File: config.mk
export PLATFORM = sky130hd
export DESIGN_NAME = rf_controller
export DESIGN_NICKNAME = d
export VERILOG_FILES = /design/src/verilog/rf_dsp_pkg.sv /design/src/verilog/rf_ctl_pkg.sv /design/src/verilog/rf_timing.sv /design/src/verilog/phase_dds.sv /design/src/verilog/iq_downconvert.sv /design/src/verilog/fdbk_prop.sv /design/src/verilog/wave_decimator.sv /design/src/verilog/stream_fifo.sv /design/src/verilog/rf_controller.sv
export VERILOG_INCLUDE_DIRS = /design/src /design/src/verilog
export SDC_FILE = /design/constraint.sdc
export NUM_CORES = 2
export LEC_CHECK = 0
export ABC_AREA = 1
export BUFFER_PORTS_ARGS = -buffer_cell sky130_fd_sc_hd__buf_4
export CORE_MARGIN = 5
export CORE_UTILIZATION = 30
export DETAILED_ROUTE_END_ITERATION = 10
export GPL_TIMING_DRIVEN = 0
export SLEW_MARGIN = 10
export SYNTH_ARGS = -nofsm -noshare
export SYNTH_HDL_FRONTEND = slang
export SYNTH_SLANG_ARGS = --single-unit
File: constraint.sdc
create_clock -name clk -period 20.7 [get_ports clk]
set_input_delay 1.035 -clock clk [delete_from_list [all_inputs] [get_ports clk]]
set_output_delay 1.035 -clock clk [all_outputs]
set_load 0.01 [all_outputs]
File: src/verilog/sine_table.svh
`ifndef SINE_TABLE_SVH
`define SINE_TABLE_SVH

// First quadrant of sine, entry k is LO_AMP * sin(k * pi / 64)
// Entry for pi/2 is not stored, the DDS substitutes LO_AMP
localparam logic [16:0] SINE_TABLE [0:(1 << rf_dsp_pkg::TABLE_BITS) - 1] = '{
	17'd0,
	17'd3665,
	17'd7321,
	17'd10960,
	17'd14572,
	17'd18149,
	17'd21683,
	17'd25164,
	17'd28584,
	17'd31936,
	17'd35211,
	17'd38400,
	17'd41498,
	17'd44495,
	17'd47385,
	17'd50161,
	17'd52817,
	17'd55345,
	17'd57739,
	17'd59995,
	17'd62106,
	17'd64067,
	17'd65874,
	17'd67523,
	17'd69008,
	17'd70328,
	17'd71478,
	17'd72456,
	17'd73259,
	17'd73886,
	17'd74334,
	17'd74604
};

`endif

File: src/verilog/rf_dsp_pkg.sv
package rf_dsp_pkg;

	// Signal path sample formats
	typedef logic signed [15:0] adc_t;
	typedef logic signed [17:0] lo_t;
	typedef logic signed [17:0] xy_t;
	typedef logic signed [17:0] drive_t;
	typedef logic signed [19:0] mon_t;

	// Monitor FIFO entry, boundary flag marks the I word
	typedef struct packed {
		logic boundary;
		mon_t data;
	} mon_word_t;

	// Largest drive magnitude after saturation
	localparam int DRIVE_MAX = 131071;
	// Right shift after the gain product
	localparam int FDBK_SHIFT = 8;
	// Quarter-wave table index width
	localparam int TABLE_BITS = 5;

endpackage

File: src/verilog/rf_ctl_pkg.sv
package rf_ctl_pkg;

	// Clocks per CIC sample, IF = clk * 7/33
	localparam int CIC_BASE_PERIOD = 33;

	// LO peak amplitude in lo_t counts
	localparam int LO_AMP = 74694;

	// State divider load values on fiber sync
	localparam logic [2:0] SYNC_STATE_NORMAL = 3'd2;
	// I and Q interchanged
	localparam logic [2:0] SYNC_STATE_SWAP = 3'd1;

	// Entries per stream FIFO, power of two
	localparam int FIFO_DEPTH = 8;

endpackage

File: src/verilog/rf_timing.sv
`timescale 1ns/1ps

module rf_timing (
	input  logic       clk,
	input  logic       ctlr_ph_reset,
	input  logic       qsync_rx,
	input  logic [1:0] use_fiber_iq,
	input  logic [7:0] wave_samp_per,
	output logic       iq,
	output logic       cic_tick,
	output logic       wave_strobe,
	output logic       dds_reset
);

	logic [2:0] state;
	logic [5:0] cic_cnt;
	logic [7:0] wave_cnt;
	logic       dds_req;
	logic       state_load;
	logic [2:0] sync_state;

	// Fiber frame sync reloads the divider
	assign state_load = qsync_rx & use_fiber_iq[0];
	// Swapped I/Q flips handedness, so load one state earlier
	assign sync_state = use_fiber_iq[1] ? rf_ctl_pkg::SYNC_STATE_SWAP
		: rf_ctl_pkg::SYNC_STATE_NORMAL;

	always_ff @(posedge clk) begin
		if (ctlr_ph_reset) begin
			state <= 3'd0;
		end else if (state_load) begin
			state <= sync_state;
		end else begin
			state <= state + 3'd1;
		end
	end

	// I on even states, Q on odd
	assign iq = state[0];

	// CIC rate counter, tick registered
	always_ff @(posedge clk) begin
		if (ctlr_ph_reset) begin
			cic_cnt  <= 6'd0;
			cic_tick <= 1'b0;
		end else if (cic_cnt == 6'(rf_ctl_pkg::CIC_BASE_PERIOD - 1)) begin
			cic_cnt  <= 6'd0;
			cic_tick <= 1'b1;
		end else begin
			cic_cnt  <= cic_cnt + 6'd1;
			cic_tick <= 1'b0;
		end
	end

	// Waveform decimation, one strobe per wave_samp_per ticks
	always_ff @(posedge clk) begin
		if (ctlr_ph_reset) begin
			wave_cnt <= 8'd0;
		end else if (cic_tick) begin
			wave_cnt <= (wave_cnt <= 8'd1) ? wave_samp_per : wave_cnt - 8'd1;
		end
	end

	assign wave_strobe = cic_tick & (wave_cnt == 8'd1);

	// Phase reset request held until the next CIC boundary
	// Reset arms it, realignment follows once reset drops
	always_ff @(posedge clk) begin
		if (ctlr_ph_reset) begin
			dds_req   <= 1'b1;
			dds_reset <= 1'b0;
		end else begin
			dds_reset <= cic_tick & dds_req;
			if (cic_tick) begin
				dds_req <= 1'b0;
			end
		end
	end

endmodule

File: src/verilog/phase_dds.sv
`timescale 1ns/1ps

module phase_dds (
	input  logic              clk,
	input  logic              ctlr_ph_reset,
	input  logic              dds_reset,
	input  logic [31:0]       phase_step,
	input  logic [11:0]       modulo,
	output rf_dsp_pkg::lo_t   cosa,
	output rf_dsp_pkg::lo_t   sina
);

`include "sine_table.svh"

	logic [19:0] phase_h;
	logic [11:0] phase_l;
	logic [12:0] sum_l;
	logic [12:0] sum_m;
	logic        wrap;
	logic [1:0]  quad;
	logic [rf_dsp_pkg::TABLE_BITS-1:0] idx;

	// Fold one quadrant of the table onto the full circle
	function automatic rf_dsp_pkg::lo_t fold(
		input logic [1:0] q,
		input logic [rf_dsp_pkg::TABLE_BITS-1:0] i
	);
		logic [16:0] mag;
		logic [rf_dsp_pkg::TABLE_BITS-1:0] mirror_i;
		mirror_i = '0 - i;
		// Odd quadrants run the table backwards
		if (q[0]) begin
			mag = (i == '0) ? 17'(rf_ctl_pkg::LO_AMP) : SINE_TABLE[mirror_i];
		end else begin
			mag = SINE_TABLE[i];
		end
		// Lower half circle is negative
		return q[1] ? -rf_dsp_pkg::lo_t'({1'b0, mag}) : rf_dsp_pkg::lo_t'({1'b0, mag});
	endfunction

	// Low part wraps early by modulo, carry into high part
	assign sum_l = {1'b0, phase_l} + {1'b0, phase_step[11:0]};
	assign sum_m = sum_l + {1'b0, modulo};
	assign wrap  = sum_m[12];

	always_ff @(posedge clk) begin
		if (ctlr_ph_reset || dds_reset) begin
			phase_h <= 20'd0;
			phase_l <= 12'd0;
		end else begin
			phase_l <= wrap ? sum_m[11:0] : sum_l[11:0];
			phase_h <= phase_h + phase_step[31:12] + {19'd0, wrap};
		end
	end

	// Top phase bits: quadrant then table index
	assign quad = phase_h[19:18];
	assign idx  = phase_h[17 -: rf_dsp_pkg::TABLE_BITS];

	// Cosine leads sine by one quadrant
	always_ff @(posedge clk) begin
		cosa <= fold(quad + 2'd1, idx);
		sina <= fold(quad, idx);
	end

endmodule

File: src/verilog/iq_downconvert.sv
`timescale 1ns/1ps

module iq_downconvert (
	input  logic            clk,
	input  logic            ctlr_ph_reset,
	input  logic            iq,
	input  rf_dsp_pkg::adc_t a_field,
	input  rf_dsp_pkg::lo_t  cosa,
	input  rf_dsp_pkg::lo_t  sina,
	output rf_dsp_pkg::xy_t  field_xy
);

	logic signed [33:0] prod;
	rf_dsp_pkg::lo_t    lo_sel;

	// Cosine on I states, sine on Q states
	assign lo_sel = iq ? sina : cosa;

	// Stage 1, mixer product
	always_ff @(posedge clk) begin
		prod <= a_field * lo_sel;
	end

	// Stage 2, round to xy width
	// Product peak stays below 2^32, so bits 32:15 hold the result
	always_ff @(posedge clk) begin
		if (ctlr_ph_reset) begin
			field_xy <= '0;
		end else begin
			field_xy <= prod[32:15] + {17'd0, prod[14]};
		end
	end

endmodule

File: src/verilog/fdbk_prop.sv
`timescale 1ns/1ps

module fdbk_prop (
	input  logic               clk,
	input  logic               ctlr_ph_reset,
	input  logic               iq,
	input  rf_dsp_pkg::xy_t    in_xy,
	input  rf_dsp_pkg::xy_t    set_x,
	input  rf_dsp_pkg::xy_t    set_y,
	input  logic signed [15:0] gain,
	output rf_dsp_pkg::drive_t out_xy
);

	rf_dsp_pkg::xy_t    setpt;
	logic signed [18:0] err;
	logic signed [34:0] prod_d;
	logic signed [34:0] prod_q;
	logic signed [34:0] shifted;

	// Setpoint follows the interleave
	assign setpt = iq ? set_y : set_x;
	// One extra bit so the difference never wraps
	assign err    = 19'(setpt) - 19'(in_xy);
	assign prod_d = err * gain;

	// Stage 1, error times gain
	always_ff @(posedge clk) begin
		if (ctlr_ph_reset) begin
			prod_q <= '0;
		end else begin
			prod_q <= prod_d;
		end
	end

	assign shifted = prod_q >>> rf_dsp_pkg::FDBK_SHIFT;

	// Stage 2, clip symmetric to the drive range
	always_ff @(posedge clk) begin
		if (ctlr_ph_reset) begin
			out_xy <= '0;
		end else if (shifted > rf_dsp_pkg::DRIVE_MAX) begin
			out_xy <= rf_dsp_pkg::drive_t'(rf_dsp_pkg::DRIVE_MAX);
		end else if (shifted < -rf_dsp_pkg::DRIVE_MAX) begin
			out_xy <= rf_dsp_pkg::drive_t'(-rf_dsp_pkg::DRIVE_MAX);
		end else begin
			out_xy <= shifted[17:0];
		end
	end

endmodule

File: src/verilog/wave_decimator.sv
`timescale 1ns/1ps

module wave_decimator (
	input  logic               clk,
	input  logic               ctlr_ph_reset,
	input  logic               wave_strobe,
	input  logic               iq,
	input  rf_dsp_pkg::xy_t    in_xy,
	input  rf_dsp_pkg::drive_t drive,
	input  logic [2:0]         wave_shift,
	output rf_dsp_pkg::mon_t   mon_data,
	output logic               mon_boundary,
	output logic               mon_push,
	input  logic               mon_space2,
	output rf_dsp_pkg::drive_t trace_data,
	output logic               trace_push,
	input  logic               trace_space,
	output logic               mon_overrun,
	output logic               trace_overrun
);

	logic armed;
	logic q_next;
	logic take_i;

	// Sign extend, then scale down
	function automatic rf_dsp_pkg::mon_t scale_word(
		input rf_dsp_pkg::xy_t w,
		input logic [2:0] sh
	);
		rf_dsp_pkg::mon_t ext;
		ext = rf_dsp_pkg::mon_t'(w);
		return ext >>> sh;
	endfunction

	// Pair starts on the first I state at or after the strobe
	assign take_i = (armed | wave_strobe) & ~iq & ~q_next;

	always_ff @(posedge clk) begin
		if (ctlr_ph_reset) begin
			armed         <= 1'b0;
			q_next        <= 1'b0;
			mon_push      <= 1'b0;
			trace_push    <= 1'b0;
			mon_overrun   <= 1'b0;
			trace_overrun <= 1'b0;
		end else begin
			mon_push   <= 1'b0;
			trace_push <= 1'b0;
			// Trace word, one per strobe
			if (wave_strobe) begin
				trace_push <= trace_space;
				if (!trace_space) begin
					trace_overrun <= 1'b1;
				end
			end
			// Q follows I on the next cycle
			if (q_next) begin
				mon_push <= 1'b1;
				q_next   <= 1'b0;
			end else if (take_i) begin
				armed <= 1'b0;
				// Whole pair or nothing
				if (mon_space2) begin
					mon_push <= 1'b1;
					q_next   <= 1'b1;
				end else begin
					mon_overrun <= 1'b1;
				end
			end else if (wave_strobe) begin
				armed <= 1'b1;
			end
		end
	end

	// Output words
	always_ff @(posedge clk) begin
		if (wave_strobe) begin
			trace_data <= drive;
		end
		if (q_next || take_i) begin
			mon_data     <= scale_word(in_xy, wave_shift);
			mon_boundary <= take_i;
		end
	end

endmodule

File: src/verilog/stream_fifo.sv
`timescale 1ns/1ps

module stream_fifo #(
	parameter type payload_t = logic
) (
	input  logic     clk,
	input  logic     ctlr_ph_reset,
	input  logic     push,
	input  payload_t push_data,
	output logic     space,
	output logic     space2,
	output payload_t out_data,
	output logic     out_valid,
	input  logic     out_ready
);

	payload_t mem [rf_ctl_pkg::FIFO_DEPTH];
	// Pointers wrap on their own, depth is a power of two
	logic [$clog2(rf_ctl_pkg::FIFO_DEPTH)-1:0]   wr_ptr;
	logic [$clog2(rf_ctl_pkg::FIFO_DEPTH)-1:0]   rd_ptr;
	logic [$clog2(rf_ctl_pkg::FIFO_DEPTH+1)-1:0] count;
	logic do_push;
	logic do_pop;

	// Free space flags for the producer
	assign space  = count < rf_ctl_pkg::FIFO_DEPTH;
	assign space2 = count <= rf_ctl_pkg::FIFO_DEPTH - 2;

	// Head of queue straight from the array
	assign out_valid = count != '0;
	assign out_data  = mem[rd_ptr];

	// Push into a full FIFO is ignored
	assign do_push = push & space;
	assign do_pop  = out_valid & out_ready;

	always_ff @(posedge clk) begin
		if (do_push) begin
			mem[wr_ptr] <= push_data;
		end
	end

	always_ff @(posedge clk) begin
		if (ctlr_ph_reset) begin
			wr_ptr <= '0;
			rd_ptr <= '0;
			count  <= '0;
		end else begin
			if (do_push) begin
				wr_ptr <= wr_ptr + 1'b1;
			end
			if (do_pop) begin
				rd_ptr <= rd_ptr + 1'b1;
			end
			// Occupancy
			case ({do_push, do_pop})
				2'b10:   count <= count + 1'b1;
				2'b01:   count <= count - 1'b1;
				default: count <= count;
			endcase
		end
	end

endmodule

File: src/verilog/rf_controller.sv
`timescale 1ns/1ps

module rf_controller (
	input  logic               clk,
	input  logic               ctlr_ph_reset,
	input  rf_dsp_pkg::adc_t   a_field,
	input  logic [16:0]        iq_recv,
	input  logic               qsync_rx,
	input  logic [1:0]         use_fiber_iq,
	input  logic [31:0]        phase_step,
	input  logic [11:0]        modulo,
	input  logic [7:0]         wave_samp_per,
	input  logic [2:0]         wave_shift,
	input  logic signed [15:0] gain,
	input  rf_dsp_pkg::xy_t    set_x,
	input  rf_dsp_pkg::xy_t    set_y,
	output logic               iq,
	output rf_dsp_pkg::drive_t drive,
	output logic               cic_tick,
	output rf_dsp_pkg::mon_t   mon_result,
	output logic               mon_boundary,
	output logic               mon_valid,
	input  logic               mon_ready,
	output rf_dsp_pkg::drive_t trace_out,
	output logic               trace_valid,
	input  logic               trace_ready,
	output logic               mon_overrun,
	output logic               trace_overrun
);

	logic                  wave_strobe;
	logic                  dds_reset;
	rf_dsp_pkg::lo_t       cosa;
	rf_dsp_pkg::lo_t       sina;
	rf_dsp_pkg::xy_t       field_xy;
	rf_dsp_pkg::xy_t       fdbk_in;
	rf_dsp_pkg::mon_t      dec_mon_data;
	logic                  dec_mon_boundary;
	logic                  mon_push;
	logic                  mon_space2;
	rf_dsp_pkg::drive_t    trace_data;
	logic                  trace_push;
	logic                  trace_space;
	rf_dsp_pkg::mon_word_t mon_in;
	rf_dsp_pkg::mon_word_t mon_out;

	// State divider, CIC tick and phase realignment
	rf_timing timing (
		.clk(clk), .ctlr_ph_reset(ctlr_ph_reset),
		.qsync_rx(qsync_rx), .use_fiber_iq(use_fiber_iq),
		.wave_samp_per(wave_samp_per),
		.iq(iq), .cic_tick(cic_tick),
		.wave_strobe(wave_strobe), .dds_reset(dds_reset)
	);

	// Local oscillator
	phase_dds dds (
		.clk(clk), .ctlr_ph_reset(ctlr_ph_reset), .dds_reset(dds_reset),
		.phase_step(phase_step), .modulo(modulo),
		.cosa(cosa), .sina(sina)
	);

	// Field ADC to interleaved baseband
	iq_downconvert down (
		.clk(clk), .ctlr_ph_reset(ctlr_ph_reset), .iq(iq),
		.a_field(a_field), .cosa(cosa), .sina(sina),
		.field_xy(field_xy)
	);

	// Fiber I/Q is 17 bits, pad one LSB
	assign fdbk_in = use_fiber_iq[0] ? {iq_recv, 1'b0} : field_xy;

	fdbk_prop fdbk (
		.clk(clk), .ctlr_ph_reset(ctlr_ph_reset), .iq(iq),
		.in_xy(fdbk_in), .set_x(set_x), .set_y(set_y), .gain(gain),
		.out_xy(drive)
	);

	// Decimated capture into the two streams
	wave_decimator decim (
		.clk(clk), .ctlr_ph_reset(ctlr_ph_reset),
		.wave_strobe(wave_strobe), .iq(iq),
		.in_xy(fdbk_in), .drive(drive), .wave_shift(wave_shift),
		.mon_data(dec_mon_data), .mon_boundary(dec_mon_boundary),
		.mon_push(mon_push), .mon_space2(mon_space2),
		.trace_data(trace_data), .trace_push(trace_push),
		.trace_space(trace_space),
		.mon_overrun(mon_overrun), .trace_overrun(trace_overrun)
	);

	// Boundary bit rides with the monitor word
	assign mon_in.boundary = dec_mon_boundary;
	assign mon_in.data     = dec_mon_data;

	stream_fifo #(.payload_t(rf_dsp_pkg::mon_word_t)) mon_fifo (
		.clk(clk), .ctlr_ph_reset(ctlr_ph_reset),
		.push(mon_push), .push_data(mon_in),
		.space(), .space2(mon_space2),
		.out_data(mon_out), .out_valid(mon_valid), .out_ready(mon_ready)
	);

	assign mon_result   = mon_out.data;
	assign mon_boundary = mon_out.boundary;

	stream_fifo #(.payload_t(rf_dsp_pkg::drive_t)) trace_fifo (
		.clk(clk), .ctlr_ph_reset(ctlr_ph_reset),
		.push(trace_push), .push_data(trace_data),
		.space(trace_space), .space2(),
		.out_data(trace_out), .out_valid(trace_valid), .out_ready(trace_ready)
	);

endmodule

Word-level counts from Yosys, hierarchy flattened
Memories as Yosys holds them, arrays and structs flattened. A register that Yosys moved wholly into a read port is not among the register bits.
Index checks and enable logic that the tools add are counted.
Storage, ports and cells
  register bits after elaboration: 257
  bits in writable memories: 312
  memory bits (read-only): 1088
  input bits: 147
  output and inout bits: 63
  memories: 4
Cells by class
  $add $sub $neg: 21
  $mul: 2
  $lt $le $gt $ge: 8
  equal/unequal tests: 6
  shift-type cells: 1
  muxes and demuxes: 34
  bitwise operators: 17
  reductions and logical operators: 15
Memory list
  (name not given): depth 32, bits a word 17, read ports 1, clocked after memory_dff 0, write ports 0, RTL line phase_dds.sv:33  | mag = (i == '0) ? 17'(rf_ctl_pkg::LO_AMP) : SINE_TABLE[mirror_i];
  (name not given): depth 32, bits a word 17, read ports 1, clocked after memory_dff 0, write ports 0, RTL line phase_dds.sv:35  | mag = SINE_TABLE[i];
  mon_fifo.mem: depth 8, bits a word 21, read ports 1, clocked after memory_dff 1, write ports 1, RTL line stream_fifo.sv:17  | payload_t mem [rf_ctl_pkg::FIFO_DEPTH];
  trace_fifo.mem: depth 8, bits a word 18, read ports 1, clocked after memory_dff 1, write ports 1, RTL line stream_fifo.sv:17
Operators with widths (number)
  2-to-1 mux 17 bit: 10
  2-to-1 mux 18 bit: 4
  negator 17 -> 18 bit: 2
  multiplier 19 x 16 -> 35 bit: 1
  multiplier 16 x 18 -> 33 bit: 1
  greater-than comparator 27 x 18 -> 1 bit, second input constant: 1
  less-than comparator 27 x 18 -> 1 bit, second input constant: 1
  adder 20 x 1 -> 20 bit: 1
  adder 20 bit: 1
  >>> shifter 18 x 3 -> 20 bit: 1
  subtractor 18 x 18 -> 19 bit: 1
  adder 18 x 1 -> 18 bit: 1
  case mux 4 bit (2 select lines): 2
  adder 3 x 1 -> 3 bit, second input constant: 5
  2-to-1 mux 3 bit: 5
  adder 12 x 12 -> 13 bit: 1
  adder 13 x 12 -> 13 bit: 1
  greater-or-equal comparator 6 bit, second input constant: 2
  2-to-1 mux 12 bit: 1
  inverter 5 -> 6 bit: 2
  2-to-1 mux 1 bit: 10
  AND 1 bit: 9
  adder 4 x 1 -> 4 bit, second input constant: 2
  == test 8 x 1 -> 1 bit, second input constant: 1
  other kinds (22): 38

Depth between registers and ports, before layout
  word-level depth: 9
  gate-level depth with buffers: 43
  mapped depth without buffers: 41

Modules after synthesis
A second synthesis with hierarchy kept.
Unflattened totals
  cells, all modules: 6183
  area total of the unflattened synthesis: 50905.1 µm²
Modules (own cells, without submodules)
  fdbk_prop: instances 1, cells an instance 1909, area an instance 14387.5 µm², seq. area each 900.9 µm²
  iq_downconvert: instances 1, cells an instance 1595, area an instance 12448.2 µm², seq. area each 740.7 µm²
  phase_dds: instances 1, cells an instance 1216, area an instance 7263.2 µm², seq. area each 1361.3 µm²
  stream_fifo (mon_fifo): instances 1, cells an instance 568, area an instance 7233.2 µm², seq. area each 5305.1 µm²
  stream_fifo (trace_fifo): instances 1, cells an instance 501, area an instance 6333.6 µm², seq. area each 4584.4 µm²
  wave_decimator: instances 1, cells an instance 197, area an instance 1988.2 µm², seq. area each 1231.2 µm²
  rf_timing: instances 1, cells an instance 140, area an instance 988.4 µm², seq. area each 360.3 µm²
  rf_controller: instances 1, cells an instance 57, area an instance 262.8 µm², seq. area each 0.0 µm²

Worst setup path after synthesis
Ideal clock, no wire load.
  path type: in2reg
  start: input port use_fiber_iq[0]
  end: register fdbk.prod_q[33]
  data arrival time: 8.446 ns
  required time: 20.630 ns
  slack: 12.184 ns
  stages: 41
  cells stage by stage: clkbuf_1 > clkbuf_1 > nor2_1 > ha_1 > inv_1 > fa_1 > nand3_1 > nand2_1 > nand3_1 > nand3_1 > a21boi_1 > o21ai_0 > nand2_1 > nand2_1 > nand2_2 > inv_1 > nor2_1 > inv_1 > [... 5 more ...] > xnor2_1 > nor2_1 > a21oi_1 > fa_1 > inv_1 > fa_1 > inv_1 > fa_1 > inv_1 > ha_1 > nand2_1 > nor2_1 > inv_1 > nor4_1 > nand2_1 > nand2_1 > o21ai_0 > a21oi_1
Between the ends
  longest elaborated chain between the ends: 3
RTL lines
  start: declaration: RTL line rf_controller.sv:9  | input logic [1:0] use_fiber_iq,
  2-to-1 mux 18 bit: RTL line rf_controller.sv:71  | assign fdbk_in = use_fiber_iq[0] ? {iq_recv, 1'b0} : field_xy;
  subtractor 18 x 18 -> 19 bit: RTL line fdbk_prop.sv:23  | assign err = 19'(setpt) - 19'(in_xy);
  multiplier 19 x 16 -> 35 bit: RTL line fdbk_prop.sv:24  | assign prod_d = err * gain;
  end signal: assignment: RTL line fdbk_prop.sv:31  | prod_q <= prod_d;
  end: declaration: RTL line fdbk_prop.sv:17  | logic signed [34:0] prod_q;
No other way between the ends.
A chain may end at the register's enable or synchronous reset.

Worst setup path in the final report
  start: register timing.state[0]
  end: register fdbk.prod_q[29]
Between the ends
  longest elaborated chain between the ends: 3
RTL lines
  start: declaration: RTL line rf_timing.sv:15  | logic [2:0] state;
  start signal: assignment: RTL line rf_timing.sv:32  | state <= sync_state;
  start signal: assignment: RTL line rf_timing.sv:34  | state <= state + 3'd1;
  2-to-1 mux 18 bit: RTL line fdbk_prop.sv:21  | assign setpt = iq ? set_y : set_x;
  subtractor 18 x 18 -> 19 bit: RTL line fdbk_prop.sv:23
  multiplier 19 x 16 -> 35 bit: RTL line fdbk_prop.sv:24
No other way between the ends.

==> results.txt <==
----------------------------------------------------
[Synthesis]
  Main synth FF type ... sky130_fd_sc_hd__edfxtp_1
  Synth cell types ... 58
  Area fraction of the dominant cell type after synthesis ... 24.5%
  Number of enable flip-flop cells after synthesis ... 333
  Syn Area/Cell ... 8.37 um^2
  Yosys warns ... 0
  Most frequent cells after synthesis ... 1111 x sky130_fd_sc_hd__nand2_1, 1003 x sky130_fd_sc_hd__inv_1, 765 x sky130_fd_sc_hd__nor2_1, 586 x sky130_fd_sc_hd__fa_1, 363 x sky130_fd_sc_hd__o21ai_0
  Synth area leader ... sky130_fd_sc_hd__fa_1
  Cells after synthesis ... 5715
  FF+latch count, synth ... 533
  Sequential fraction of the synthesis area ... 29.3%
  Leading cell type by number of instances after synthesis ... sky130_fd_sc_hd__nand2_1
  Synth top area cells ... sky130_fd_sc_hd__fa_1 25%, sky130_fd_sc_hd__edfxtp_1 21%, sky130_fd_sc_hd__nand2_1 8.7%
  Fraction of registers with async set/reset ... 0%
  Post-Synthesis Cell Area ... 47900 um^2
  Synthesized net count ... 6708

[Route]
  Post-route antenna net violation count ... 0
  Detailed-router iteration count before antenna repair ... 6
  Wirelength per Cell ... 17.9 um
  Post-route DRC ... 0
  Total routed wirelength ... 145 mm
  Drt first-iter violations ... 3190
  Routed vias ... 38800
  Average via count per standard cell ... 4.79

[Floorplan]
  Vertical die dimension ... 409 um
  Cell row count ... 146
  Area inside the core boundary ... 159000 um^2
  Area enclosed by the die boundary ... 168000 um^2
  Initial standard-cell utilization of the core ... 30.2%
  Die X-Extent ... 409 um
  Io pins ... 210

[Worst setup path]
  Sort of element at the end of the critical path ... flip-flop
  Highest-delay cell along the critical path ... sky130_fd_sc_hd__fa_1
  Critical-path maximum fanout ... 10
  Setup CP Type ... flip-flop to flip-flop
  CP peak stage delay ... 630 ps
  Crit path arrival time ... 11500 ps
  Data required time of the critical path ... 21260 ps
  Startpoint class of the critical path ... flip-flop

[Layout]
  Layout fillers ... 16600
  Final Net Count ... 6977
  Area Overhead vs Synth ... 13.1%
  Share of post-route cells with drive strength above 1 ... 7.31%

[GRT]
  Largest net degree at the start of global routing ... 20
  Global-route wire length before repair ... 225 mm
  Via count of the first global-routing pass ... 39100
  Total GRT Usage ... 17.1%
  Residual overflow from global routing ... 0
  Number of antenna violations at the first check in global routing ... 10

[Clock network]
  Clk sinks ... 533
  Worst skew pair latency ... 650 ps
  Number of buffers added by the clock tree synthesis step ... 57
  Clock slew seen by the registers of the worst setup and hold paths ... 60 ps
  Total setup buffers inserted after CTS ... 0
  CTS Buffer Depth ... 3
  Clock root buffer master ... sky130_fd_sc_hd__clkbuf_16
  Clock tree from TritonCTS ... done
  Number of buffers inserted for hold repair after clock tree synthesis ... 0
  Post_cts resized ... 0
  # H-tree levels ... 2

[Placement]
  Buffers added on ports ... 193
  Half-perimeter wire length after detailed placement ... 119 mm
  Placer congestion estimate ... 0.919

[Timing]
  Worst max-slew margin expressed relative to the limit ... 20.4%
  Number of failing hold endpoints at the final stage ... 0
  Max Slew Vio Count ... 0
  RSZ-0062 raised after global routing ... no
  Final setup viols ... 0
  Total Neg Setup Slack ... 0 ps
  Crit share post-route ... 52.8%
  Transition time at the pin with the least slew margin ... 1190 ps
  F_max ... 91.4 MHz
  Final setup skew ... 38.0 ps
  Time the final worst path needs with I/O delays and setup ... 10940 ps

[Run]
  Count of maximum capacitance violations ... 0

[Run status]
  Outcome ... completed

[Min path]
  Hold Crit Class ... flip-flop to flip-flop

----------------------------------------------------
[registers in the layout, summed over array words and instances (netlist names), 3 cells and up, named ones only]
signal,flops
trace_fifo.mem,144
dds.cosa,18
down.field_xy,18
mon_fifo.count,4
mon_fifo.rd_ptr,3
mon_fifo.wr_ptr,3
dds.phase_h,20
trace_fifo.count,4
dds.phase_l,12
decim.mon_data,18
down.prod,19
timing.wave_cnt,8
dds.sina,18
trace_fifo.rd_ptr,3
fdbk.prod_q,27
timing.cic_cnt,6
trace_fifo.wr_ptr,3
decim.trace_data,18
mon_fifo.mem,152
fdbk.out_xy,18
[cells by family after synthesis]
group / count (synthesis) / synth area share (%)
adders and majority gates: 846 / 31.3
xor gates and xnor gates: 94 / 1.72
DFF: 533 / 29.3
and+or+nand+nor: 2199 / 18.6
muxes: 6 / 0.125
AOI/OAI and AO/OA: 805 / 9.12
buffers and inverters: 1232 / 9.83
[worst max-delay path, delay by kind of cell, from the launching register on]
family / cells / cell delay [ps]
AO/OA/AOI/OAI: 6 / 1200
XOR/XNOR: 1 / 180
adder cells (fa/ha/maj): 8 / 3820
buffers and inverters: 11 / 2670
flip-flops: 1 / 480
multiplexers: 1 / 520
AND/OR/NAND/NOR: 13 / 1940
[final cells by class]
type                    instances  area, um^2  area share [%]
multi-input cells            3950       29200            54.0
flip-flops and latches        533       14000            25.9
inverters                    1050        3950            7.30
well taps                    2072        2590            4.79
repair buffers                210        1710            3.17
clock buffers                  71        1530            2.83
plain buffers                 182         758            1.40
clock inverters                35         355           0.657
diodes                          4        10.0          0.0185
[worst paths after layout]
| path | start | to | slack, ps | depth (start not counted) |
|---|---|---|---|---|
| worst min register to register | trace_fifo.count[3] | decim.trace_push | 420 | 1 |
| worst min-delay path | trace_fifo.count[3] | decim.trace_push | 420 | 1 |
| worst max register to register | timing.state[0] | fdbk.prod_q[29] | 9760 | 40 |
| worst max-delay path | timing.state[0] | fdbk.prod_q[29] | 9760 | 40 |
[routing by layer]
layer | vias to the layer above | global-route usage [%] | wire length, um
li1 | 18400 | - | -
met1 | 18800 | 23.7 | 63900
met2 | 1328 | 27.7 | 65900
met3 | 196 | 2.78 | 11100
met4 | 0 | 4.66 | 4220
met5 | - | 0 | 0
[per-stage QoR]
stage               worst slack (ps)  cells  utilization [%]  area (um^2)  hold slack (ps)
finish                          9760   8107             34.1        54100              422
global route                    8780   8103             34.1        54100              452
CTS                             9720   8103             34.1        54100              423
detailed placement              9760   7997             32.9        52200              414
global placement                9440   7980             32.7        51900              411
floorplan                      12180   5715                -        47900              400
[cells in the final DEF, fill, tap and decap left out, types with 16 or more instances in the layout]
cell,count
sky130_fd_sc_hd__nor2_2,21
sky130_fd_sc_hd__a21oi_1,260
sky130_fd_sc_hd__ha_1,260
sky130_fd_sc_hd__a31oi_1,49
sky130_fd_sc_hd__edfxtp_1,333
sky130_fd_sc_hd__xor2_1,65
sky130_fd_sc_hd__nor3_1,36
sky130_fd_sc_hd__or2_2,43
sky130_fd_sc_hd__nand2_1,1111
sky130_fd_sc_hd__clkinv_1,43
sky130_fd_sc_hd__clkbuf_16,57
sky130_fd_sc_hd__nand3_1,153
sky130_fd_sc_hd__o21ai_0,362
sky130_fd_sc_hd__inv_1,1003
sky130_fd_sc_hd__o21a_1,18
sky130_fd_sc_hd__clkbuf_1,151
sky130_fd_sc_hd__dfxtp_1,200
sky130_fd_sc_hd__fa_1,586
sky130_fd_sc_hd__buf_2,16
sky130_fd_sc_hd__nand4_1,32
sky130_fd_sc_hd__xnor2_1,29
sky130_fd_sc_hd__buf_4,198
sky130_fd_sc_hd__buf_8,16
sky130_fd_sc_hd__nor2_1,749
sky130_fd_sc_hd__o22ai_1,40
Power is not shown: default switching activity piles up to over one toggle a cycle in this logic, so the estimate is an artifact.
